<file path="config.mk">
export PLATFORM = sky130hd
export DESIGN_NAME = dcache_ctrl
export DESIGN_NICKNAME = d
export VERILOG_FILES = /design/src/dcache_pkg.sv /design/src/dcache_ctrl.sv
export VERILOG_INCLUDE_DIRS = /design/src
export SDC_FILE = /design/constraint.sdc
export NUM_CORES = 1
export LEC_CHECK = 0
export ABC_AREA = 1
export BUFFER_PORTS_ARGS = -buffer_cell sky130_fd_sc_hd__buf_2
export CAP_MARGIN = 25
export CORE_AREA = 2 2 105 107
export DETAILED_ROUTE_END_ITERATION = 10
export DIE_AREA = 0 0 107 109
export GPL_TIMING_DRIVEN = 0
export PLACE_DENSITY_LB_ADDON = 0.3
export SETUP_SLACK_MARGIN = 0.2
export SLEW_MARGIN = 0
export SYNTH_ARGS = -nofsm -noshare
export SYNTH_HDL_FRONTEND = slang
export SYNTH_SLANG_ARGS = --single-unit
</file>
<file path="constraint.sdc">
create_clock -name clk_i -period 2 [get_ports clk_i]
set_input_delay 0.1 -clock clk_i [delete_from_list [all_inputs] [get_ports clk_i]]
set_output_delay 0.1 -clock clk_i [all_outputs]
set_load 0.1 [all_outputs]
</file>
<file path="src/dcache_cfg.svh">
// Geometry of the set-associative data cache.
// Included by the package and by the testbench. Edit these values to resize
// the cache. Ways, sets and burst length must be powers of two.

`ifndef DCACHE_CFG_SVH
`define DCACHE_CFG_SVH

`define DCACHE_XLEN       32       // Data and address width
`define DCACHE_WAYS       2        // Ways per set, up to 128
`define DCACHE_SETS       16       // Sets per way
`define DCACHE_BURST      4        // Words per line
`define DCACHE_LFSR_SEED  7'h2b    // Nonzero, never all ones

`endif

</file>
<file path="src/dcache_pkg.sv">
// Shared widths and types of the data cache.
// Compiled first. RTL files pull it in with a wildcard import.

`include "dcache_cfg.svh"

package dcache_pkg;

  // Address split  | tag | idx | offs | byte |
  localparam int OFFS_BITS = $clog2(`DCACHE_BURST);
  localparam int IDX_BITS  = $clog2(`DCACHE_SETS);
  localparam int TAG_BITS  = `DCACHE_XLEN - IDX_BITS - OFFS_BITS - 2;

  typedef logic [`DCACHE_XLEN-1:0]                    word_t;
  typedef logic [`DCACHE_XLEN-1:0]                    addr_t;
  typedef logic [TAG_BITS-1:0]                        tag_t;
  typedef logic [IDX_BITS-1:0]                        idx_t;
  typedef logic [OFFS_BITS-1:0]                       offs_t;
  typedef logic [`DCACHE_BURST-1:0][`DCACHE_XLEN-1:0] line_t;
  typedef logic [`DCACHE_WAYS-1:0]                    way_vec_t;  // One-hot

  typedef enum logic [1:0] {BIU_NONE, BIU_READ_LINE, BIU_WRITE_WORD} biu_cmd_e;

endpackage

</file>
<file path="src/dcache_ctrl.sv">
// Hit-stage controller of the data cache.
// Answers read hits at once, stalls for misses and writes, and hands line
// fills and write-through words to the bus unit.

`timescale 1ns/100ps

module dcache_ctrl import dcache_pkg::*; (
  input  logic     clk_i,
  input  logic     rst_ni,
  // Tag-stage request
  input  logic     req_i,
  input  logic     we_i,
  input  addr_t    adr_i,
  input  word_t    d_i,
  // From the memory
  input  logic     hit_i,
  input  way_vec_t ways_hit_i,
  input  word_t    word_i,
  // CPU answer
  output logic     stall_o,
  output logic     ack_o,
  output logic     err_o,
  output word_t    q_o,
  // Fill and write hit
  output logic     filling_o,
  output logic     fill_we_o,
  output logic     wr_we_o,
  // Bus unit
  output biu_cmd_e biu_cmd_o,
  input  logic     cmd_done_i,
  input  logic     cmd_err_i,
  input  line_t    line_i
);

  typedef enum logic [1:0] {ST_LOOKUP, ST_WAIT_FILL, ST_WAIT_WRITE} state_e;

  state_e state_q, state_d;
  offs_t  offs;
  logic   rd_miss;

  assign offs    = adr_i[2 +: OFFS_BITS];
  assign rd_miss = req_i && !we_i && !hit_i;

  always_comb begin
    state_d = state_q;
    case (state_q)
      ST_LOOKUP: begin
        if (req_i && we_i) state_d = ST_WAIT_WRITE;
        else if (rd_miss) state_d = ST_WAIT_FILL;
      end
      default: if (cmd_done_i) state_d = ST_LOOKUP;
    endcase
  end

  always_ff @(posedge clk_i, negedge rst_ni) begin
    if (!rst_ni) state_q <= ST_LOOKUP;
    else state_q <= state_d;
  end

  // --------------------------------------------------
  // Bus commands, one-cycle pulses
  // --------------------------------------------------
  always_comb begin
    biu_cmd_o = BIU_NONE;
    if (state_q == ST_LOOKUP) begin
      if (req_i && we_i) biu_cmd_o = BIU_WRITE_WORD;
      else if (rd_miss) biu_cmd_o = BIU_READ_LINE;
    end
  end

  // --------------------------------------------------
  // CPU side
  // --------------------------------------------------
  always_comb begin
    if (state_q == ST_LOOKUP) begin
      stall_o = req_i && (we_i || !hit_i);
      ack_o   = req_i && !we_i && hit_i;
    end else begin
      stall_o = !cmd_done_i;           // Drops with the final ack
      ack_o   = cmd_done_i;
    end
  end

  assign err_o = (state_q != ST_LOOKUP) && cmd_done_i && cmd_err_i;

  always_comb begin
    case (state_q)
      ST_WAIT_FILL:  q_o = line_i[offs];  // Requested word from the new line
      ST_WAIT_WRITE: q_o = d_i;           // Echo of the stored word
      default:       q_o = word_i;
    endcase
  end

  // Cache updates only after an error-free bus transfer
  assign filling_o = (state_q == ST_WAIT_FILL);
  assign fill_we_o = filling_o && cmd_done_i && !cmd_err_i;
  assign wr_we_o   = (state_q == ST_WAIT_WRITE) && cmd_done_i && !cmd_err_i && |ways_hit_i;

endmodule

</file>
==> reports/results.txt <==
number of flip-flops in the largest register -> 2
result of the run -> finished clean
class of the most critical setup path -> reg -> out
horizontal die dimension -> 107 um
Crit Reg-Reg Endpoint -> state_q[0]$_DFFE_PN0P_
cell repeated most along the worst path -> sky130_fd_sc_hd__buf_12
floorplan die area -> 11660 um2
top cells by area in the synthesized netlist -> sky130_fd_sc_hd__nand2_1 30%, sky130_fd_sc_hd__inv_1 21%, sky130_fd_sc_hd__nand3_1 13%
cell at the root of the clock tree -> sky130_fd_sc_hd__clkbuf_8
Area Growth Syn to Fin -> 108.6%
maximum fanout along the worst path -> 6
total CTS buffers -> 3
cell depth of the worst flop-to-flop path -> 6
global-route wire length before repair -> 17.95 mm
site row count -> 38
height of the chip -> 109 um
DR WL met3 -> 944 um
detailed route wirelength on metal2 -> 6.168 mm
Post-DRT Antenna Nets -> 0
routed wirelength normalized by instance count -> 12.77 um
clock network latency to the later pin of the worst-skew pair -> 0.21 ns
pin count of the biggest net entering global routing -> 11
worst setup slack before clock tree synthesis -> -0.2355 ns
antenna diode count -> 0
final-report hold violation count -> 0
most common cell in the synthesized netlist -> sky130_fd_sc_hd__nand2_1
starting density of the core -> 22.94%
fraction of layout instances using a drive strength above 1 -> 45.16%
violation count after the first detailed-route iteration -> 185
Least-Margin Pin Slew -> 0.4955 ns
Synth Area per Inst -> 4.463 um2
standard cell core area -> 10600 um2
clock tree from TritonCTS -> done
largest reg by FF count -> state_q
count of pins over their slew limit -> 0
leftover overflow at the end of global routing -> 0
detailed placer's ending HPWL -> 9.265 mm
number of stages on the worst setup path -> 9
final count of negative-setup-slack endpoints -> 0
routed vias/inst -> 4.260
via count -> 3983
post-route fraction of the period consumed by the critical path -> 93.45%
via count of the first global-routing pass -> 3913
crit end category -> primary output
final setup skew -> 0.002370 ns
initial antenna violation count -> 0
Num Clock Sinks -> 2
layout filler cell count -> 1144
number of primary I/O pins -> 273
standard cell with the maximum stage delay on the critical path -> sky130_fd_sc_hd__dfrtp_1
met1 wire length -> 4.711 mm
upper clock frequency limit -> 0.5351 GHz
CTS clk-pin slew, worst paths -> 0.03 ns
family with the most delay on the worst path -> buffers and inverters
top cell type by total area after synthesis -> sky130_fd_sc_hd__nand2_1
arrival time of data at the critical path endpoint -> 1.77 ns
count of state elements after synthesis -> 2
top flop regs -> state_q: 2 flops
critical path data required time -> 1.90 ns
final weighted congestion in routability-driven placement -> 0.7641
Yosys warning count -> 0
commonest cells in the netlist -> 197 x sky130_fd_sc_hd__nand2_1, 133 x sky130_fd_sc_hd__inv_1, 65 x sky130_fd_sc_hd__nand3_1, 54 x sky130_fd_sc_hd__a21oi_1, 36 x sky130_fd_sc_hd__nor2_1
least setup slack across all paths after layout -> 0.1310 ns
first drt pass iteration count -> 5
number of distinct library cell variants in the gate-level netlist after synthesis -> 17
max-capacitance violation count -> 0
Startpoint Class -> register
slowest stage delay, CP -> 0.39 ns
worst setup path startpoint -> state_q[0]$_DFFE_PN0P_
top layer in use -> met4
Slew Limit Headroom -> 67.19%
DRC Markers -> 0
CTS Buffer Depth -> 2
fraction of the yosys area taken by sequential cells -> 2.058%
Post-synth ARST share -> 100.0%
most used flip-flop cell after synthesis -> sky130_fd_sc_hd__dfrtp_1
Syn Inst Count -> 545
Net Count, Synth -> 781
R2R setup slack -> 0.84 ns
chain of cells forming the critical path -> inv_2 -> ha_4 -> buf_8 -> inv_12 -> buf_12 -> buf_12 -> a21oi_4 -> a21oi_4 -> buf_12
number of enable-type register cells in the synthesized netlist -> 0
post-detailed-routing wire length -> 11.94 mm
worst min-delay path class -> in -> async
RSZ-0062 raised after global routing -> yes
GRT Resource Usage Total -> 19.18%
Worst setup endpoint -> q_o[10]
Buffers & Inverters on Critical Path -> 6
number of I/O port buffers -> 241
cell area after synthesis -> 2432 um2
Synth top area share -> 30.40%
number of H-tree levels -> 1
final critical-path required period -> 1.869 ns
R2R Path Start -> state_q[0]$_DFFE_PN0P_
number of nets in the layout -> 1033
## layer usage
layer | up-vias | track usage [%]
met1 | 1677 | 22.24
met4 | 0 | 2.783
li1 | 2111 | -
met2 | 179 | 37.76
met3 | 16 | 2.809
met5 | - | 0
## worst reg2reg max path, cell delays in order, from the launching register on
cell and delay, ns:
sky130_fd_sc_hd__dfrtp_1 0.39, sky130_fd_sc_hd__inv_2 0.10, sky130_fd_sc_hd__ha_4 0.15, sky130_fd_sc_hd__inv_1 0.07, sky130_fd_sc_hd__nand2_1 0.13, sky130_fd_sc_hd__nand2_1 0.09, sky130_fd_sc_hd__o22ai_1 0.14
## cell families after synthesis
group                      count (synthesis)  share of synthesized area (%)
DFF                                        2                          2.058
AOI/OAI and AO/OA                         69                          16.10
adders and majority gates                  3                          1.543
buffers and inverters                    172                          30.66
and+or+nand+nor                          299                          49.64
## stage by stage
stage | util (%) | TNS (ns) | std cells | hold slack, ns | cell area [um2]
floorplan | - | -4.859 | 545 | -0.1956 | 2774
global placement | 39.19 | -4.336 | 926 | -0.1128 | 4155
detailed placement | 39.19 | -4.304 | 926 | -0.1104 | 4155
CTS | 47.31 | 0 | 935 | 0.2004 | 5016
global route | 47.86 | 0 | 935 | 0.2297 | 5075
finish | 47.86 | 0 | 935 | 0.2005 | 5075
## cell usage in the layout (no fill, tap or decap), types with 6 or more instances in the layout
cell	instances
sky130_fd_sc_hd__buf_2	216
sky130_fd_sc_hd__nand2_1	197
sky130_fd_sc_hd__inv_1	131
sky130_fd_sc_hd__nand3_1	65
sky130_fd_sc_hd__a21oi_4	37
sky130_fd_sc_hd__buf_12	35
sky130_fd_sc_hd__nor2_1	32
sky130_fd_sc_hd__a21oi_2	25
sky130_fd_sc_hd__buf_6	13
sky130_fd_sc_hd__buf_4	9
sky130_fd_sc_hd__clkbuf_8	6
## final cells by class
cell class | instances | area (um2) | share of cell area (%)
Clock buffer | 3 | 41.29 | 0.8136
Tap cell | 140 | 175.2 | 3.452
Sequential cell | 2 | 50.05 | 0.9862
Buffer | 36 | 362.8 | 7.150
Inverter | 136 | 523.0 | 10.31
Multi-Input combinational cell | 371 | 2143 | 42.23
Timing Repair Buffer | 247 | 1779 | 35.06
## worst min-delay path by stage
stage	from	end	slack, ns
global placement	rst_ni	state_q[0]$_DFFE_PN0P_	-0.11
global route	rst_ni	state_q[0]$_DFFE_PN0P_	0.23
floorplan	rst_ni	state_q[0]$_DFFE_PN0P_	-0.20
detailed placement	rst_ni	state_q[1]$_DFFE_PN0P_	-0.11
finish	rst_ni	state_q[0]$_DFFE_PN0P_	0.20
CTS	rst_ni	state_q[0]$_DFFE_PN0P_	0.20
## what timing repair did
item                                    CTS  global route
hold endpoints to repair                  2             0
gates cloned                              2             0
buffers inserted                          3             0
pin swaps                                11             4
gates resized for setup                 205            13
hold buffers                              1             0
endpoints found under the setup margin   34            34
Power is not shown: default switching activity piles up to over one toggle a cycle in this logic, so the estimate is an artifact.
