[src/dcache_cfg.svh]
// Geometry of the set-associative data cache.
// Included by the package and by the testbench. Edit these values to resize
// the cache. Ways, sets and burst length must be powers of two.

`ifndef DCACHE_CFG_SVH
`define DCACHE_CFG_SVH

`define DCACHE_XLEN       32       // Data and address width
`define DCACHE_WAYS       2        // Ways per set, up to 128
`define DCACHE_SETS       16       // Sets per way
`define DCACHE_BURST      4        // Words per line
`define DCACHE_LFSR_SEED  7'h2b    // Nonzero, never all ones

`endif

[src/dcache_pkg.sv]
// Shared widths and types of the data cache.
// Compiled first. RTL files pull it in with a wildcard import.

`include "dcache_cfg.svh"

package dcache_pkg;

  // Address split  | tag | idx | offs | byte |
  localparam int OFFS_BITS = $clog2(`DCACHE_BURST);
  localparam int IDX_BITS  = $clog2(`DCACHE_SETS);
  localparam int TAG_BITS  = `DCACHE_XLEN - IDX_BITS - OFFS_BITS - 2;

  typedef logic [`DCACHE_XLEN-1:0]                    word_t;
  typedef logic [`DCACHE_XLEN-1:0]                    addr_t;
  typedef logic [TAG_BITS-1:0]                        tag_t;
  typedef logic [IDX_BITS-1:0]                        idx_t;
  typedef logic [OFFS_BITS-1:0]                       offs_t;
  typedef logic [`DCACHE_BURST-1:0][`DCACHE_XLEN-1:0] line_t;
  typedef logic [`DCACHE_WAYS-1:0]                    way_vec_t;  // One-hot

  typedef enum logic [1:0] {BIU_NONE, BIU_READ_LINE, BIU_WRITE_WORD} biu_cmd_e;

endpackage

[src/dcache_biu.sv]
// Bus sequencer of the data cache.
// Runs a line burst or a single-word write per command and pulses done_o
// with the assembled line, or with err_o when the bus reports an error.

`timescale 1ns/100ps

module dcache_biu import dcache_pkg::*; (
  input  logic     clk_i,
  input  logic     rst_ni,
  input  biu_cmd_e cmd_i,
  input  addr_t    adr_i,
  input  word_t    d_i,
  output logic     done_o,
  output logic     err_o,
  output line_t    line_o,
  // Bus
  output logic     biu_stb_o,
  input  logic     biu_stb_ack_i,
  output logic     biu_burst_o,
  output addr_t    biu_adri_o,
  output logic     biu_we_o,
  output word_t    biu_d_o,
  input  word_t    biu_q_i,
  input  logic     biu_ack_i,
  input  logic     biu_err_i
);

  logic  stb_q, xfer_q, burst_q, we_q, done_q, err_q;
  offs_t cnt_q;
  addr_t adr_q;
  word_t d_q;
  line_t line_q;
  logic  beat_en, last_beat;

  assign beat_en   = xfer_q || (stb_q && biu_stb_ack_i);  // Beats may follow the ack at once
  assign last_beat = !burst_q || (&cnt_q);

  always_ff @(posedge clk_i, negedge rst_ni) begin
    if (!rst_ni) begin
      stb_q   <= 1'b0;
      xfer_q  <= 1'b0;
      burst_q <= 1'b0;
      we_q    <= 1'b0;
      done_q  <= 1'b0;
      err_q   <= 1'b0;
      cnt_q   <= '0;
    end else begin
      done_q <= 1'b0;
      err_q  <= 1'b0;
      if (cmd_i != BIU_NONE) begin
        stb_q   <= 1'b1;
        burst_q <= (cmd_i == BIU_READ_LINE);
        we_q    <= (cmd_i == BIU_WRITE_WORD);
        cnt_q   <= '0;
      end else if (stb_q && biu_stb_ack_i) begin
        stb_q  <= 1'b0;
        xfer_q <= 1'b1;
      end
      if (beat_en && biu_err_i) begin    // Error ends the transfer
        xfer_q <= 1'b0;
        done_q <= 1'b1;
        err_q  <= 1'b1;
      end else if (beat_en && biu_ack_i) begin
        cnt_q <= cnt_q + 1'b1;
        if (last_beat) begin
          xfer_q <= 1'b0;
          done_q <= 1'b1;
        end
      end
    end
  end

  // Payload
  always_ff @(posedge clk_i) begin
    if (cmd_i == BIU_READ_LINE) adr_q <= {adr_i[31:OFFS_BITS+2], {(OFFS_BITS + 2){1'b0}}};
    else if (cmd_i == BIU_WRITE_WORD) adr_q <= {adr_i[31:2], 2'b00};
    if (cmd_i != BIU_NONE) d_q <= d_i;
    if (beat_en && biu_ack_i && burst_q) line_q[cnt_q] <= biu_q_i;
  end

  assign done_o      = done_q;
  assign err_o       = err_q;
  assign line_o      = line_q;
  assign biu_stb_o   = stb_q;
  assign biu_burst_o = burst_q;
  assign biu_adri_o  = adr_q;
  assign biu_we_o    = we_q;
  assign biu_d_o     = d_q;

endmodule

[config.mk]
export PLATFORM = sky130hd
export DESIGN_NAME = dcache_biu
export DESIGN_NICKNAME = d
export VERILOG_FILES = /design/src/dcache_pkg.sv /design/src/dcache_biu.sv
export VERILOG_INCLUDE_DIRS = /design/src
export SDC_FILE = /design/constraint.sdc
export NUM_CORES = 1
export LEC_CHECK = 0
export ABC_AREA = 1
export BUFFER_PORTS_ARGS = -buffer_cell sky130_fd_sc_hd__buf_2
export CAP_MARGIN = 20
export CORE_MARGIN = 1.5
export CORE_UTILIZATION = 45
export DETAILED_ROUTE_END_ITERATION = 6
export HOLD_SLACK_MARGIN = 0.05
export PLACE_DENSITY = 0.81
export SLEW_MARGIN = 20
export SYNTH_ARGS = -nofsm -noshare
export SYNTH_HDL_FRONTEND = slang
export SYNTH_SLANG_ARGS = --single-unit
export TNS_END_PERCENT = 1
[constraint.sdc]
create_clock -name clk_i -period 7.2 [get_ports clk_i]
set_input_delay 0.36 -clock clk_i [delete_from_list [all_inputs] [get_ports clk_i]]
set_output_delay 0.36 -clock clk_i [all_outputs]
set_load 0.02 [all_outputs]
==> results of run 1 <==
## critical path, stage by stage (launching register included)
cell	delay (ps)
dfrtp_1	370
nand2_1	100
nand2_1	160
nand3_1	320
nor2_4	860
## final timing paths
kind | slack [ps] | start | cells after the start | endpoint
worst max-delay path | 4990 | biu_stb_o | 4 | line_o[97]
worst min-delay path | 110 | d_i[16] | 1 | biu_d_o[16]
worst max register to register | 4990 | biu_stb_o | 4 | line_o[97]
worst min register to register | 490 | biu_we_o | 2 | biu_we_o
max in group asynchronous | 6710 | rst_ni | 2 | cnt_q[1]
min in group asynchronous | 320 | rst_ni | 2 | biu_stb_o
## cell type report
type | count | area [um^2] | share of cell area, %
Clock buffer | 19 | 433 | 4.97
Clock inverter | 12 | 125 | 1.44
Inverter | 47 | 176 | 2.02
Multi-Input combinational cell | 70 | 382 | 4.38
Sequential cell | 198 | 5890 | 67.5
Tap cell | 180 | 225 | 2.58
Timing Repair Buffer | 296 | 1490 | 17.1
## layout by cell type, fill, tap and decap left out, types with 3 or more instances in the layout
| master | netlist | layout |
|---|---|---|
| inv_1 | 46 | 46 |
| nand3_1 | 3 | 3 |
| o21ai_0 | 5 | 5 |
| inv_6 | 0 | 4 |
| buf_2 | 0 | 295 |
| ha_1 | 7 | 6 |
| clkbuf_16 | 0 | 17 |
| nor2_1 | 36 | 32 |
| nand2_1 | 12 | 12 |
| edfxtp_1 | 188 | 188 |
| nor2_4 | 1 | 5 |
| clkinv_4 | 0 | 4 |
| dfrtp_1 | 8 | 8 |
## registers in the layout, indices dropped and copies added, names as in the netlist
signal       cells
line_o         128
biu_d_o         32
biu_adri_o      30
cnt_q            2
biu_burst_o      1
biu_stb_o        1
biu_we_o         1
done_o           1
err_o            1
xfer_q           1
## logic make-up after synthesis
family | after synthesis
DFF | 198
and+or+nand+nor | 54
other | 1
AOI/OAI and AO/OA | 7
buffers and inverters | 51
adders and majority gates | 7
## power groups by stage
stage | Combinational (mW) | Clock, mW | Sequential, mW
3_3_place_gp | 0.186 | 0 | 1.35
3_5_place_dp | 0.191 | 0 | 1.36
2_1_floorplan | 0.0333 | 0 | 1.42
6_report | 0.190 | 0.889 | 1.33
4_1_cts | 0.192 | 0.904 | 1.33
5_1_grt | 0.205 | 0.949 | 1.34
## routing by layer
metal / GRT usage [%] / up-vias
li1: - / 1748
met1: 20.4 / 1806
met2: 31.5 / 235
met3: 7.16 / 21
met4: 7.41 / 0
met5: 0 / -
## cells in the mapped netlist
| cell type | instances |
|---|---|
| nand3_1 | 3 |
| nor2_2 | 1 |
| dfrtp_1 | 8 |
| nor2_4 | 1 |
| buf_6 | 2 |
| o21ai_0 | 5 |
| nor2_1 | 36 |
| nand4_1 | 1 |
| inv_1 | 46 |
| edfxtp_1 | 188 |
| o21ai_1 | 2 |
| conb_1 | 1 |
| nand2_1 | 12 |
| inv_2 | 1 |
| buf_4 | 2 |
| ha_1 | 7 |
| dfxtp_1 | 2 |
## per-stage QoR
stage          area [um^2]  hold slack, ps
6_report              8710             111
5_1_grt               8710            83.7
4_1_cts               8710            90.4
3_5_place_dp          8140             218
3_3_place_gp          8140             217
2_1_floorplan         6450            64.4
## repair_timing
action                    CTS  global route
hold buffers                1             0
hold endpoints to repair    8             0
gates resized for setup     0             0
buffers inserted            0             0
==> results_dict.tcl, run 1 <==
set metrics [dict create \
    status "complete, no violations" \
    drive_gt1_share_pct 51.6 \
    place_hpwl_um 10200 \
    top_layer "met4" \
    portBuffers 295 \
    numCtsBuffers 17 \
    layout.nets 740 \
    p_sw_share_pct 22.8 \
    cp_data_arrival_time_ps 2240 \
    clockBufferDepth 2 \
    synth_compound_area_share_pct 0.544 \
    p_int_mw 1.86 \
    min_period_over_period_pct 30.7 \
    hold_class "in -> reg" \
    antenna_found_initial 1 \
    grt_usage_pct 18.3 \
    clock_sinks 198 \
    synthCells 318 \
    h-tree-depth 4 \
    yosys.area_share.xor_xnor_pct 0 \
    dp_cells 790 \
    worst_pin_slew_ps 991 \
    instances_no_fill 822 \
    synthSimpleGateAreaFrac_pct 3.40 \
    n_antenna_cell 0 \
    drtIter0Drc 251 \
    drt.antenna.violating_nets 0 \
    power_mw 2.41 \
    route.met2.wl_um 7060 \
    synth_mux_area_share_pct 0 \
    switchingPower_mw 0.550 \
    max-cap-violations 0 \
    dr_wl_met3_um 1440 \
    synth_warnings 0 \
    vias 3810 \
    critPathRequiredTime_ps 7240 \
    worstSetupPathType "reg -> reg" \
    setup_viol 0 \
    grt_overflow_total 0 \
    crit_fanout 32 \
    clockRootBuffer "clkbuf_16" \
    synth_fa_ha_area_share_pct 1.36 \
    cts.reportedPaths.clkPinSlew_ps 70 \
    ys_top_cells_by_area "edfxtp_1 (88%), dfrtp_1 (3.1%), inv_1 (2.7%), nor2_1 (2.1%), ha_1 (1.4%)" \
    synth_cell_type_count 17 \
    gp_congestion 0.761 \
    grt_pass1_wl_um 19800 \
    setup_tns_ps 0 \
    die_height_um 123 \
    drtPass1Iterations 5 \
    ys_ff_latch 198 \
    core_area_um2 13900 \
    grt_max_degree 34 \
    grt_pass1_vias 3766 \
    synth_area_um2 6440 \
    met1_length_um 4980 \
    layout_setup_ws_ps 4990 \
    yosysTopAreaCell "edfxtp_1" \
    area_delta_synth_final_pct 35.2 \
    synth_top_family_by_area "simple AND/OR/NAND/NOR gates" \
    finalHoldViolCount 0 \
    place_ws_ps 4860 \
    drc_errors 0 \
    power_frac_seq_pct 55.2 \
    syn-mean-instance-area_um2 20.3 \
    fin_worst_skew_ps 5.88 \
    min_period_ps 2210 \
    power.leakage_nw 3.71 \
    power.density_nw_per_um2 277 \
    ios 300 \
    timing.fmax_ghz 0.453 \
    rsz0062_at_grt "false" \
    cts_tree "done" \
    end_kind "flip-flop" \
    fill_cells 1006 \
    start_kind "flip-flop" \
    wirelength_um 13800 \
    die_w_um 123 \
    clock_latency_ps 420 \
    slew_violations 0 \
    via_per_inst 4.64 \
    combinationalPowerShare_pct 7.9 \
    ir_worst_vdd_mv 0.157 \
    slew_headroom_pct 33.8 \
    initial_core_util_pct 46.3 \
    rows 43 \
    fin_util_pct 62.5 \
    pwr-share-clk_pct 36.9 \
    synth_seq_area_share_pct 91.3 \
    dieArea_um2 15000 \
    wl_per_cell_um 16.7 \
    synth_top_area_share_pct 87.6 \
]
Note: power is estimated with default switching activity, not from simulation.
==> run 2: changes to the inputs <==
- ABC_AREA: 1 -> 0
- clock period: 7.2 -> 2.3 ns (I/O delays scaled with it)
==> run 2 against run 1 <==
  * Setup slack worse by 4300 ps
  * Maximum frequency increased by 34%
  * Die area fell by 0.68%
  * Sequential power grew to 3.1 times the previous value
  * Critical endpoint is now line_o[60]
  * Largest power group unchanged
==> results_dict.tcl, run 2 <==
set metrics [dict create \
    grt_pass1_wl_um 23700 \
    multi_input_area_um2 454 \
    ir_worst_vdd_mv 0.425 \
    max-cap-violations 0 \
    fin_area_um2 9660 \
    setup_tns_ps 0 \
    grt_usage_pct 22.0 \
    ys_top_cells_by_area "edfxtp_1 (88%), dfrtp_1 (3.1%), nor2b_1 (2.8%), ha_1 (1.4%), dfxtp_1 (0.63%)" \
    grt_pass1_vias 4319 \
    dp_cells 749 \
    core_area_um2 13900 \
    largest_reg_flops 128 \
    area_delta_synth_final_pct 51.0 \
    numCtsBuffers 17 \
    power.leakage_nw 3.96 \
    portBuffers 295 \
    cp_data_arrival_time_ps 1720 \
    ios 300 \
    grt_overflow_total 0 \
    finalHoldViolCount 0 \
    drt.antenna.violating_nets 0 \
    synth_edf_count 188 \
    initial_core_util_pct 46.1 \
    fin_util_pct 69.6 \
    vias 4111 \
    worstSetupPathType "reg -> reg" \
    ys_ff_latch 198 \
    die_height_um 122 \
    clock_sinks 198 \
    cts_tree "done" \
    synthCells 271 \
    wirelength_um 16800 \
    drtIter0Drc 384 \
    h-tree-depth 4 \
    dieArea_um2 14900 \
    clockBufferDepth 2 \
    drc_errors 0 \
    fin_worst_skew_ps 8.72 \
    power.density_nw_per_um2 801 \
    setup_viol 0 \
    instances_no_fill 879 \
    drive_gt1_share_pct 48.5 \
    start_kind "flip-flop" \
    wl_per_cell_um 19.1 \
    synth_most_common_cell "edfxtp_1" \
    hold_class "in -> async" \
    critPathRequiredTime_ps 2370 \
    slew_violations 0 \
    synthArstFlopShare_pct 4.04 \
    die_w_um 122 \
    timing.fmax_ghz 0.606 \
    postCtsSetupRepairBufs 0 \
    yosysTopAreaCell "edfxtp_1" \
    layout.nets 796 \
    gp_congestion 0.781 \
    final-seq-area_um2 5890 \
    rows 43 \
    cts.reportedPaths.clkPinSlew_ps 70 \
    slew_headroom_pct 59.3 \
    antenna_found_initial 0 \
    synth_cell_type_count 22 \
    clockRootBuffer "clkbuf_16" \
    r2r_cells 4 \
    synth_top_area_share_pct 88.2 \
    worst_pin_slew_ps 609 \
    yosys-top-cells-count "edfxtp_1 (188), nor2b_1 (29), dfrtp_1 (8)" \
    crit_fanout 32 \
    place_hpwl_um 10400 \
    crit_start "biu_stb_o" \
    r2r-start "biu_stb_o" \
    synth_ff_type "edfxtp_1" \
    rsz0062_at_grt "false" \
    final_cell_mix "buf_2 (295), edfxtp_1 (188), dlygate4sd3_1 (98)" \
    status "complete, no violations" \
    power_mw 7.74 \
    synth_seq_area_share_pct 92.0 \
    synth_area_um2 6400 \
    end_kind "flip-flop" \
    n_antenna_cell 0 \
    fill_cells 895 \
    clock_latency_ps 430 \
    synth_warnings 0 \
    via_per_inst 4.68 \
    min_period_over_period_pct 71.8 \
    drtPass1Iterations 4 \
    min_period_ps 1650 \
    syn-mean-instance-area_um2 23.6 \
    grt_max_degree 33 \
    layout_commonest_cell "buf_2" \
    post_dp_cell_area_um2 8110 \
]
run 2: changes by cell type after synthesis, sizes merged, moves of 2 or more:
cell   previous run  this run
a21oi             0         2
o21ai             7         1
nand3             3         0
nor2             38         5
mux2i             0         4
mux2              0         2
and2              0         4
inv              47         7
nand2            12         3
nor2b             0        29
run 2: logic make-up (layout without fill, tap and decap cells):
logic type | Yosys count | count (layout) | synth area share (%)
AOI/OAI and AO/OA | 4 | 4 | 0.391
other | 1 | 2 | 0.0586
DFF | 198 | 198 | 92.0
buffers and inverters | 11 | 438 | 0.997
muxes | 6 | 6 | 0.978
adders and majority gates | 7 | 7 | 1.37
and+or+nand+nor | 44 | 44 | 4.24
run 2: stage by stage:
| step | hold slack, ps | worst slack (ps) |
|---|---|---|
| 6_report | 67.7 | 649 |
| 5_1_grt | 84.7 | 570 |
| 4_1_cts | 51.8 | 676 |
| 3_5_place_dp | -32.3 | 697 |
| 3_3_place_gp | -36.0 | 716 |
| 2_1_floorplan | -181 | 330 |
run 2: where the power goes:
group	switching, mW	leakage (nW)	total, mW	internal (mW)
registers	0.0510	1.87	4.16	4.11
clock network	1.34	0.275	2.86	1.52
logic	0.417	1.82	0.714	0.297
run 2: path summary, 6_finish.rpt:
check / to / slack [ps]
max: line_o[60] / 650
min: biu_we_o / 70
max reg2reg: line_o[60] / 650
min reg2reg: biu_adri_o[3] / 510
max in group asynchronous: cnt_q[0] / 2060
min in group clk_i: biu_adri_o[2] / 160
run 2: what timing repair did:
action                                 4_1_cts  5_1_grt
resized for setup                            0        0
setup endpoints to repair                    0        0
hold buffers                                98        0
endpoints found under the hold margin      204        0
run 2: worst max-delay path, cell delays in order, from the launching register on:
cell and delay, ps:
dfrtp_1 410, a21oi_2 110, nor2_1 200, and2_1 150, buf_4 390
run 2: layer usage:
| layer | up-vias | part of all wire [%] | wire (um) | GRT usage [%] |
|---|---|---|---|---|
| met5 | - | 0 | 0 | 0 |
| met1 | 1996 | 38 | 6400 | 25.9 |
| met3 | 20 | 8.6 | 1450 | 6.78 |
| li1 | 1850 | - | - | - |
| met4 | 0 | 1.8 | 301 | 7.78 |
| met2 | 245 | 51 | 8630 | 38.4 |
run 2: cell type report:
| class | instances | share of cell area, % |
|---|---|---|
| multi-input cells | 63 | 4.70 |
| inverters | 7 | 0.272 |
| well taps | 180 | 2.33 |
| flip-flops and latches | 198 | 60.9 |
| clock inverters | 15 | 1.49 |
| clock buffers | 17 | 4.40 |
| repair buffers | 399 | 25.9 |
