### src/dcache_cfg.svh
// Geometry of the set-associative data cache.
// Included by the package and by the testbench. Edit these values to resize
// the cache. Ways, sets and burst length must be powers of two.

`ifndef DCACHE_CFG_SVH
`define DCACHE_CFG_SVH

`define DCACHE_XLEN       32       // Data and address width
`define DCACHE_WAYS       2        // Ways per set, up to 128
`define DCACHE_SETS       16       // Sets per way
`define DCACHE_BURST      4        // Words per line
`define DCACHE_LFSR_SEED  7'h2b    // Nonzero, never all ones

`endif

### src/dcache_pkg.sv
// Shared widths and types of the data cache.
// Compiled first. RTL files pull it in with a wildcard import.

`include "dcache_cfg.svh"

package dcache_pkg;

  // Address split  | tag | idx | offs | byte |
  localparam int OFFS_BITS = $clog2(`DCACHE_BURST);
  localparam int IDX_BITS  = $clog2(`DCACHE_SETS);
  localparam int TAG_BITS  = `DCACHE_XLEN - IDX_BITS - OFFS_BITS - 2;

  typedef logic [`DCACHE_XLEN-1:0]                    word_t;
  typedef logic [`DCACHE_XLEN-1:0]                    addr_t;
  typedef logic [TAG_BITS-1:0]                        tag_t;
  typedef logic [IDX_BITS-1:0]                        idx_t;
  typedef logic [OFFS_BITS-1:0]                       offs_t;
  typedef logic [`DCACHE_BURST-1:0][`DCACHE_XLEN-1:0] line_t;
  typedef logic [`DCACHE_WAYS-1:0]                    way_vec_t;  // One-hot

  typedef enum logic [1:0] {BIU_NONE, BIU_READ_LINE, BIU_WRITE_WORD} biu_cmd_e;

endpackage

### src/dcache_lfsr_way.sv
// Random way selection for line replacement.
// The LFSR freezes during a fill so the chosen way stays stable.

`timescale 1ns/100ps

`include "dcache_cfg.svh"

module dcache_lfsr_way import dcache_pkg::*; (
  input  logic     clk_i,
  input  logic     rst_ni,
  input  logic     filling_i,
  output way_vec_t fill_way_o
);

  localparam int WAYS     = `DCACHE_WAYS;
  localparam int WAY_BITS = (WAYS > 1) ? $clog2(WAYS) : 1;

  logic [6:0] lfsr_q;  // Covers up to 128 ways

  always_ff @(posedge clk_i, negedge rst_ni) begin
    if (!rst_ni) lfsr_q <= `DCACHE_LFSR_SEED;
    else if (!filling_i) lfsr_q <= {lfsr_q[5:0], lfsr_q[6] ~^ lfsr_q[5]};
  end

  if (WAYS == 1) begin : g_direct
    assign fill_way_o = way_vec_t'(1);  // Direct mapped
  end else begin : g_assoc
    assign fill_way_o = way_vec_t'(1) << lfsr_q[WAY_BITS-1:0];
  end

endmodule

### config.mk
export PLATFORM = sky130hd
export DESIGN_NAME = dcache_lfsr_way
export DESIGN_NICKNAME = d
export VERILOG_FILES = /design/src/dcache_pkg.sv /design/src/dcache_lfsr_way.sv
export VERILOG_INCLUDE_DIRS = /design/src
export SDC_FILE = /design/constraint.sdc
export NUM_CORES = 1
export LEC_CHECK = 0
export BUFFER_PORTS_ARGS = -buffer_cell sky130_fd_sc_hd__buf_2
export CORE_AREA = 2 2 39 41
export CTS_BUF_LIST = sky130_fd_sc_hd__clkbuf_16
export DETAILED_ROUTE_END_ITERATION = 10
export DIE_AREA = 0 0 41 43
export PLACE_DENSITY = 0.39
export RECOVER_POWER = 50
export SYNTH_ARGS = -nofsm -noshare
export SYNTH_HDL_FRONTEND = slang
export SYNTH_SLANG_ARGS = --single-unit
### constraint.sdc
create_clock -name clk_i -period 2.45 [get_ports clk_i]
set_clock_uncertainty 0.15 [all_clocks]
set_input_delay 0.1225 -clock clk_i [delete_from_list [all_inputs] [get_ports clk_i]]
set_output_delay 0.1225 -clock clk_i [all_outputs]
set_load 0.02 [all_outputs]
==> results of run 1 <==
-- per-stage QoR --
| step | setup slack [ns] | instances | power, uW |
|---|---|---|---|
| floorplan | 1.46 | 20 | 340 |
| global placement | 1.45 | 38 | 362 |
| detailed placement | 1.44 | 38 | 364 |
| CTS | 1.22 | 43 | 646 |
| global route | 1.18 | 43 | 663 |
| finish | 1.22 | 43 | 630 |
-- layout make-up --
cell class | instances | area (sq um)
tap | 16 | 20.0
fill | 142 | 975
multi-input combinational | 10 | 97.6
sequential | 7 | 180
clock inverter | 1 | 3.75
inverter | 1 | 3.75
clock buffer | 3 | 75.1
timing repair buffer | 5 | 28.8
-- tightest hold or removal path, delay by kind of cell --
family | cells | cell delay (ns)
simple gates | 1 | 0.07
buf+inv | 1 | 0.17
compound gates | 1 | 0.07
-- routing by layer --
| layer | global-route usage | vias up | wire length [um] |
|---|---|---|---|
| met2 | 0.0750 | 7 | 180 |
| met3 | 0.0628 | 5 | 41 |
| met4 | 0.120 | 0 | 33 |
| li1 | - | 78 | - |
| met5 | 0 | - | 0 |
| met1 | 0.0963 | 78 | 202 |
-- cells in the final DEF (no fill, tap or decap) --
| cell | instances |
|---|---|
| o21ai_0 | 2 |
| dfrtp_1 | 3 |
| buf_2 | 3 |
| mux2_4 | 4 |
| nand2_1 | 2 |
| inv_1 | 2 |
| clkbuf_16 | 3 |
| clkbuf_1 | 1 |
| dlygate4sd3_1 | 1 |
| mux2_1 | 1 |
| xor2_1 | 1 |
| dfstp_2 | 4 |
-- report_power, final --
group | internal, uW | switching (uW) | total, uW | leakage [uW]
sequential | 193 | 34.1 | 227 | 0.0000793
combinational | 72.4 | 55.5 | 128 | 0.0000710
clock | 212 | 62.3 | 275 | 0.0000423
-- cells by family after synthesis --
logic type,share of synthesized area
DFF,0.593
muxes,0.247
AOI/OAI and AO/OA,0.0329
buffers and inverters,0.0741
and+or+nand+nor,0.0247
xor gates and xnor gates,0.0288
-- final timing paths --
kind / slack [ns] / cells past startpoint / end
max reg2reg: 1.44 / 2 / lfsr_q[0]
max: 1.22 / 2 / fill_way_o[0]
max in group asynchronous: 1.66 / 2 / lfsr_q[3]
min reg2reg: 0.33 / 2 / lfsr_q[1]
min: 0.05 / 3 / lfsr_q[1]
min in group asynchronous: 0.17 / 2 / lfsr_q[6]
==> qor.yml, run 1 <==
synth:
  syn_nets: 23
  synth_most_common_cell: "mux2_4"
  ys_ff_latch: 7
  ys_warn_count: 0
  yosysSeqAreaShare: 0.593
  synth_edf_count: 0
  synth.avg_cell_area_sq_um: 15.2
  postSynthCellCount: 20
  ys.flop_type: "dfstp_2"
  yosys.area.top_type: "dfstp_2"
  synth_top_area_frac: 0.346
  ys_types: 9
  async_reset_ff_frac: 1.00
  netlist_top_cells_area: "dfstp_2 35%, dfrtp_1 25%, mux2_4 25%, buf_6 3.7%, o21ai_0 3.3%"
  synth_common_cells: "5 x mux2_4, 4 x dfstp_2, 3 x dfrtp_1"
  syn_area_sq_um: 304
worst_setup_path:
  critPathRequiredTime_ns: 2.18
  critical_path.cell_chain: "inv_1 > buf_2"
  critPathMaxFanout: 3
  criticalPathCategory: "reg2out"
  cp-start-kind: "flop"
  cp_top_family: "flip-flops"
  path_buf_inv: 2
  endpoint_kind: "primary output"
  cp_slowest_cell: "dfstp_2"
  critical-path-max-stage-delay_ns: 0.53
  startpoint: "lfsr_q[0]"
  r2r-start: "lfsr_q[5]"
  critPathArrivalTime_ns: 0.95
global_route:
  globalRouteOverflowTotal: 0
  grt_usage: 0.0842
  grt_max_degree: 10
  first_global_vias: 183
  grt_pass1_wl_um: 814
  antenna_found_initial: 0
route:
  route.detailed.drc: 0
  viasPerCell: 3.91
  drtPass1Iterations: 2
  ant_nets: 0
  wl_per_cell_um: 10.6
  num_vias: 168
  wirelength_um: 456
  drt-initial-drc-count: 2
timing:
  slew_viol_final: 0
  fin_crit_ns: 1.23
  maxSlewHeadroom: 0.743
  rsz0062_at_grt: "no"
  holdWs_ns: 0.0541
  tightestPinTransition_ns: 0.385
  hold_violations: 0
  finalSetupTns_ns: 0
  fmax_mhz: 815
  setup-violations-final: 0
  final.period_utilization: 0.501
place:
  portBuffers: 4
  placed_cell_area_sq_um: 325
  place_congestion: 0.612
clocking:
  cts_made_buffers: 3
  htreeDepth: 1
  insertion_delay_ns: 0.23
  cts_hold_buf: 1
  cts_tree: "yes"
  clk_path_buf_depth: 2
  cts-root-buf: "clkbuf_16"
  clock-sinks: 7
  postCtsSetupBuffers: 0
  postCtsResizedCells: 0
  clk_pin_slew_ns: 0.04
layout:
  top_regs: "lfsr_q x7"
  utilization: 0.296
  fin_nets: 31
  syn2layout_area_growth_pct: 34.6
  postLayoutCellArea_sq_um: 409
  largest_reg_flops: 7
  drive_gt1_frac: 0.519
  n_antenna_cell: 0
  regMostFlops: "lfsr_q"
floorplanning:
  die_h_um: 43
  rows: 14
  die-area_sq_um: 1760
  initial_utilization: 0.220
  coreArea_sq_um: 1380
  io_pins: 5
  dieWidth_um: 41
pwr:
  irDropWorstVdd_v: 0.000485
  p_leak_uw: 0.000193
  power_density_nw_per_um2: 1540
run_status:
  outcome: "complete, no violations"
run:
  max-cap-violations: 0
min_path:
  min_from: "filling_i"
  hold_path.class: "in2reg"
(Power assumes the default switching activity.)
==> run 2: changes to the inputs <==
--- a/config.mk
+++ b/config.mk
@@ -11,7 +11,7 @@
 export CTS_BUF_LIST = sky130_fd_sc_hd__clkbuf_16
 export DETAILED_ROUTE_END_ITERATION = 10
 export DIE_AREA = 0 0 41 43
-export PLACE_DENSITY = 0.39
+export PLACE_DENSITY = 0.4
 export RECOVER_POWER = 50
 export SYNTH_ARGS = -nofsm -noshare
 export SYNTH_HDL_FRONTEND = slang
==> constraint.sdc (replaced) <==
create_clock -name clk_i -period 1.1 [get_ports clk_i]
set_clock_uncertainty 0.15 [all_clocks]
set_input_delay 0.055 -clock clk_i [delete_from_list [all_inputs] [get_ports clk_i]]
set_output_delay 0.055 -clock clk_i [all_outputs]
set_load 0.02 [all_outputs]
==> run 2 against run 1 <==
The run now ends with negative setup slack left. Register-to-register slack lost 1.3 ns. Global-route usage shrank 0.89 points. Critical path depth is 1 lower. Critical path type unchanged. Largest cell class unchanged. Highest routed layer is now met3.
==> qor.yml, run 2 (synthesis gave the netlist of run 1 again) <==
route:
  ant_nets: 0  # unchanged
  drtPass1Iterations: 1  # -1
  drt-initial-drc-count: 0  # -2
  num_vias: 156  # -7.1%
  route.detailed.drc: 0  # unchanged
  viasPerCell: 3.63  # -7.1%
  wl_per_cell_um: 10.0  # -5.3%
  wirelength_um: 432  # -5.3%
floorplanning:
  initial_utilization: 0.220  # unchanged
  rows: 14  # unchanged
  die_h_um: 43  # unchanged
  die-area_sq_um: 1760  # unchanged
  dieWidth_um: 41  # unchanged
  coreArea_sq_um: 1380  # unchanged
  io_pins: 5  # unchanged
run:
  max-cap-violations: 0  # unchanged
worst_setup_path:
  critical_path.cell_chain: "buf_2"
  cp_slowest_cell: "dfstp_2"
  critical-path-max-stage-delay_ns: 0.54  # about the same
  critPathRequiredTime_ns: 0.89  # -1.29 ns
  cp_top_family: "flip-flops"
  critPathArrivalTime_ns: 0.93  # -0.02 ns
  criticalPathCategory: "reg2out"
  cp-start-kind: "flop"
  path_buf_inv: 1  # -1
  critPathMaxFanout: 3  # unchanged
  endpoint_kind: "primary output"
run_status:
  violations: "negative setup slack"
  outcome: "finished, violations left"
global_route:
  grt_max_degree: 10  # unchanged
  grt_usage: 0.0753  # -0.00890
  antenna_found_initial: 0  # unchanged
  first_global_vias: 185  # +1.1%
  globalRouteOverflowTotal: 0  # unchanged
  grt_pass1_wl_um: 779  # -4.3%
place:
  place_congestion: 0.638  # +4.3%
  portBuffers: 4  # unchanged
  placed_cell_area_sq_um: 325  # unchanged
  pre_cts_ws_ns: 0.0896  # -1.35 ns
pwr:
  irDropWorstVdd_v: 0.00116  # +140%
  p_leak_uw: 0.000197  # +2.5%
  power_density_nw_per_um2: 3430  # +120%
layout:
  regMostFlops: "lfsr_q"
  fin_nets: 31  # unchanged
  syn2layout_area_growth_pct: 37.9
  largest_reg_flops: 7  # unchanged
  final_common_cell: "mux2_4"
  drive_gt1_frac: 0.593  # +0.0741
  fill_cells: 148  # +4.2%
  top_regs: "lfsr_q x7"
  postLayoutCellArea_sq_um: 419  # +2.4%
  n_antenna_cell: 0  # unchanged
  final_cell_mix: "5 x mux2_4, 4 x dfstp_2, 3 x clkbuf_16, 3 x dfrtp_1"
timing:
  finalWorstSetupSlack_ns: -0.0305  # -1.25 ns
  tightestPinTransition_ns: 0.366  # -0.0188 ns
  final.period_utilization: 1.03
  holdWs_ns: 0.00282  # -0.0513 ns
  fmax_mhz: 885
  hold_violations: 0  # unchanged
  maxSlewHeadroom: 0.756  # +0.0126
  slew_viol_final: 0  # unchanged
  rsz0062_at_grt: "yes"
  fin_crit_ns: 1.13
  setup-violations-final: 2  # +2
clocking:
  cts_made_buffers: 3  # unchanged
  htreeDepth: 1  # unchanged
  cts-root-buf: "clkbuf_16"
  cts_tree: "yes"
  insertion_delay_ns: 0.23  # about the same
  clk_path_buf_depth: 2  # unchanged
  clock-sinks: 7  # unchanged
  clk_pin_slew_ns: 0.04  # about the same
min_path:
  hold_path.class: "in2reg"
-- run 2: cell counts in the layout (fill, tap and decap cells not counted) --
Identical to the previous run, type by type.
-- run 2: worst register-to-register path, cell delays in order, from the launching register on --
cell and delay [ns]:
dfstp_2 0.54, xor2_1 0.15, o21ai_0 0.09
-- run 2: power breakdown --
part	leakage, uW	switching [uW]	internal, uW
logic	0.0000759	128	197
registers	0.0000793	81.2	431
clock network	0.0000423	128	472
-- run 2: layout make-up --
class	count	area, sq um	share of cell area
tap	16	20.0	0.0478
clock buffer	3	75.1	0.179
clock inverter	1	3.75	0.00896
sequential	7	180	0.430
inverter	1	3.75	0.00896
timing repair buffer	5	35.0	0.0836
multi-input combinational	10	101	0.242
-- run 2: metrics by stage --
| step | total power [uW] | TNS [ns] | util | instances |
|---|---|---|---|---|
| 5_1_grt | 1520 | -0.117 | 0.303 | 43 |
| 4_1_cts | 1460 | -0.0744 | 0.304 | 43 |
| 3_5_place_dp | 814 | 0 | 0.235 | 38 |
| 3_3_place_gp | 805 | 0 | 0.235 | 38 |
| 6_report | 1440 | -0.0590 | 0.303 | 43 |
| 2_1_floorplan | 758 | 0 | - | 20 |
-- run 2: final timing paths --
path                            endpoint  slack (ns)  startpoint  depth (start not counted)
max in group asynchronous      lfsr_q[3]        0.39      rst_ni                          2
min in group asynchronous      lfsr_q[6]        0.10      rst_ni                          2
setup / recovery           fill_way_o[1]       -0.03   lfsr_q[0]                          1
hold / removal                 lfsr_q[0]       0.003   filling_i                          3
setup reg to reg               lfsr_q[0]        0.09   lfsr_q[5]                          2
hold reg to reg                lfsr_q[1]        0.34   lfsr_q[1]                          2
-- run 2: per-layer routing --
layer | vias to the layer above | track usage | routed length (um)
met3 | 0 | 0.0314 | 24
li1 | 77 | - | -
met4 | 0 | 0.100 | 0
met5 | - | 0 | 0
met2 | 4 | 0.0781 | 199
met1 | 75 | 0.0940 | 207
-- run 2: timing repair --
item | CTS | global route
endpoints found under the setup margin | 2 | 2
hold buffers | 1 | 0
hold endpoints to repair | 7 | 0
resized for setup | 3 | 0
setup buffers | 0 | 0
==> run 3: changes to the inputs <==
--- a/config.mk
+++ b/config.mk
@@ -11,7 +11,6 @@
 export CTS_BUF_LIST = sky130_fd_sc_hd__clkbuf_16
 export DETAILED_ROUTE_END_ITERATION = 10
 export DIE_AREA = 0 0 41 43
-export PLACE_DENSITY = 0.4
 export RECOVER_POWER = 50
 export SYNTH_ARGS = -nofsm -noshare
 export SYNTH_HDL_FRONTEND = slang
==> run 3 against run 2 <==
The flow finishes with violations (negative hold slack, negative setup slack). Die area unchanged. Sequential share of layout area is 1.7 points lower. Non-clock buffer count is 2 higher. Via count rose by 13%. Clock-buffer cell count stayed put. Design area increased by 4.2%. Final cell count rose by 4.7%. Sequential power is essentially flat. Combinational power up 11%. Core utilization is 1.3 points higher. Critical path depth increased by 1.
==> qor.yml, run 3 (synthesis gave the netlist of run 1 again) <==
floorplanning:
  io_pins: 5  # unchanged
  coreArea_sq_um: 1380  # unchanged
  dieWidth_um: 41  # unchanged
  initial_utilization: 0.220  # unchanged
  rows: 14  # unchanged
  die_h_um: 43  # unchanged
  die-area_sq_um: 1760  # unchanged
route:
  wirelength_um: 499  # +16%
  ant_nets: 0  # unchanged
  num_vias: 176  # +13%
  viasPerCell: 3.91  # +7.8%
  drt-initial-drc-count: 0  # unchanged
  wl_per_cell_um: 11.1  # +10%
  route.detailed.drc: 0  # unchanged
  drtPass1Iterations: 1  # unchanged
clocking:
  htreeDepth: 1  # unchanged
  cts_tree: "yes"
  cts_made_buffers: 3  # unchanged
  clk_path_buf_depth: 2  # unchanged
  clk_pin_slew_ns: 0.04  # about the same
  cts-root-buf: "clkbuf_16"
  clock-sinks: 7  # unchanged
  insertion_delay_ns: 0.23  # about the same
pwr:
  irDropWorstVdd_v: 0.00101  # -13%
  power_uw: 1490  # +3.4%
  power_density_nw_per_um2: 3410  # -0.72%
  p_leak_uw: 0.000206  # +4.5%
worst_setup_path:
  cp-start-kind: "flop"
  endpoint_kind: "primary output"
  critPathMaxFanout: 3  # unchanged
  criticalPathCategory: "reg2out"
  rr_endpoint: "lfsr_q[1]"
  r2r_slack_ns: 0.06  # -0.03 ns
  critPathRequiredTime_ns: 0.89  # about the same
  critPathArrivalTime_ns: 0.94  # about the same
  r2r_cells: 3  # +1
  r2r-start: "lfsr_q[0]"
timing:
  fin_crit_ns: 1.15  # +0.0166 ns
  maxSlewHeadroom: 0.757  # +0.00101
  fmax_mhz: 872  # -1.4%
  rsz0062_at_grt: "yes"
  setup-violations-final: 2  # unchanged
  holdWs_ns: -0.00315  # -0.00597 ns
  slew_viol_final: 0  # unchanged
  finalWorstSetupSlack_ns: -0.0471  # -0.0166 ns
  final.period_utilization: 1.04  # +0.0151
  hold_violations: 1  # +1
  tightestPinTransition_ns: 0.364  # -0.00152 ns
layout:
  n_antenna_cell: 0  # unchanged
  drive_gt1_frac: 0.586  # -0.00639
  final_cell_mix: "5 x mux2_4, 4 x dfstp_2, 3 x clkbuf_16, 3 x dfrtp_1"
  syn2layout_area_growth_pct: 43.6
  utilization: 0.316  # +0.0127
  fin_nets: 33  # +6.5%
  top_regs: "lfsr_q x7"
  final_common_cell: "mux2_4"
  largest_reg_flops: 7  # unchanged
  fill_cells: 140  # -5.4%
  regMostFlops: "lfsr_q"
global_route:
  first_global_vias: 205  # +11%
  globalRouteOverflowTotal: 0  # unchanged
  grt_pass1_wl_um: 841  # +8.0%
  grt_max_degree: 10  # unchanged
  antenna_found_initial: 0  # unchanged
  grt_usage: 0.0842  # +0.00890
run_status:
  violations: "negative hold slack, negative setup slack"
  outcome: "finished, violations left"
min_path:
  hold_path_end: "lfsr_q[1]"
  min_from: "filling_i"
  min_path_cells: 2  # -1
  hold_path.class: "in2reg"
place:
  place_congestion: 0.534  # -16%
  portBuffers: 4  # unchanged
run:
  max-cap-violations: 0  # unchanged
run 3: through the flow:
step / TNS [ns] / cell area [sq um] / setup slack [ns] / cells
after global routing: -0.133 / 437 / -0.0699 / 45
after floorplan: 0 / 304 / 0.105 / 20
after detailed placement: 0 / 325 / 0.0987 / 38
final: -0.0910 / 437 / -0.0471 / 45
after CTS: -0.0969 / 430 / -0.0489 / 44
after global placement: 0 / 325 / 0.139 / 38
run 3: per-layer routing:
| layer | wire [um] | part of all wire | track usage |
|---|---|---|---|
| met1 | 208 | 0.42 | 0.0797 |
| met2 | 220 | 0.44 | 0.109 |
| met3 | 48 | 0.096 | 0.0628 |
| met4 | 22 | 0.044 | 0.0800 |
| met5 | 0 | 0 | 0 |
run 3: repair_timing:
item	4_1_cts	5_1_grt
hold endpoints to repair	8	0
gates resized for setup	3	1
hold buffers	2	0
setup endpoints to repair	2	2
setup buffers	0	1
run 3: worst max path at each step:
stage | depth (start not counted) | slack (ns) | startpoint | end
finish | 2 | -0.05 | lfsr_q[0] | fill_way_o[0]
global route | 2 | -0.07 | lfsr_q[0] | fill_way_o[0]
CTS | 1 | -0.05 | lfsr_q[0] | fill_way_o[1]
detailed placement | 2 | 0.1 | lfsr_q[5] | lfsr_q[0]
global placement | 2 | 0.14 | lfsr_q[5] | lfsr_q[0]
floorplan | 2 | 0.11 | lfsr_q[0] | lfsr_q[1]
run 3: layout make-up:
type                            count  area (sq um)  share of cell area
Sequential cell                     7           180               0.413
Timing Repair Buffer                7          52.6               0.120
Multi-Input combinational cell     10           101               0.232
Clock inverter                      1          3.75             0.00860
Tap cell                           16          20.0              0.0458
Clock buffer                        3          75.1               0.172
Inverter                            1          3.75             0.00860
run 3: where the power goes:
part | internal [uW] | total, uW | switching, uW
registers | 432 | 515 | 83.9
logic | 222 | 363 | 141
clock network | 472 | 609 | 137
run 3: critical path, cell delays in order (launching register included):
cell and delay, ns:
dfstp_2 0.54, inv_2 0.05, buf_6 0.12
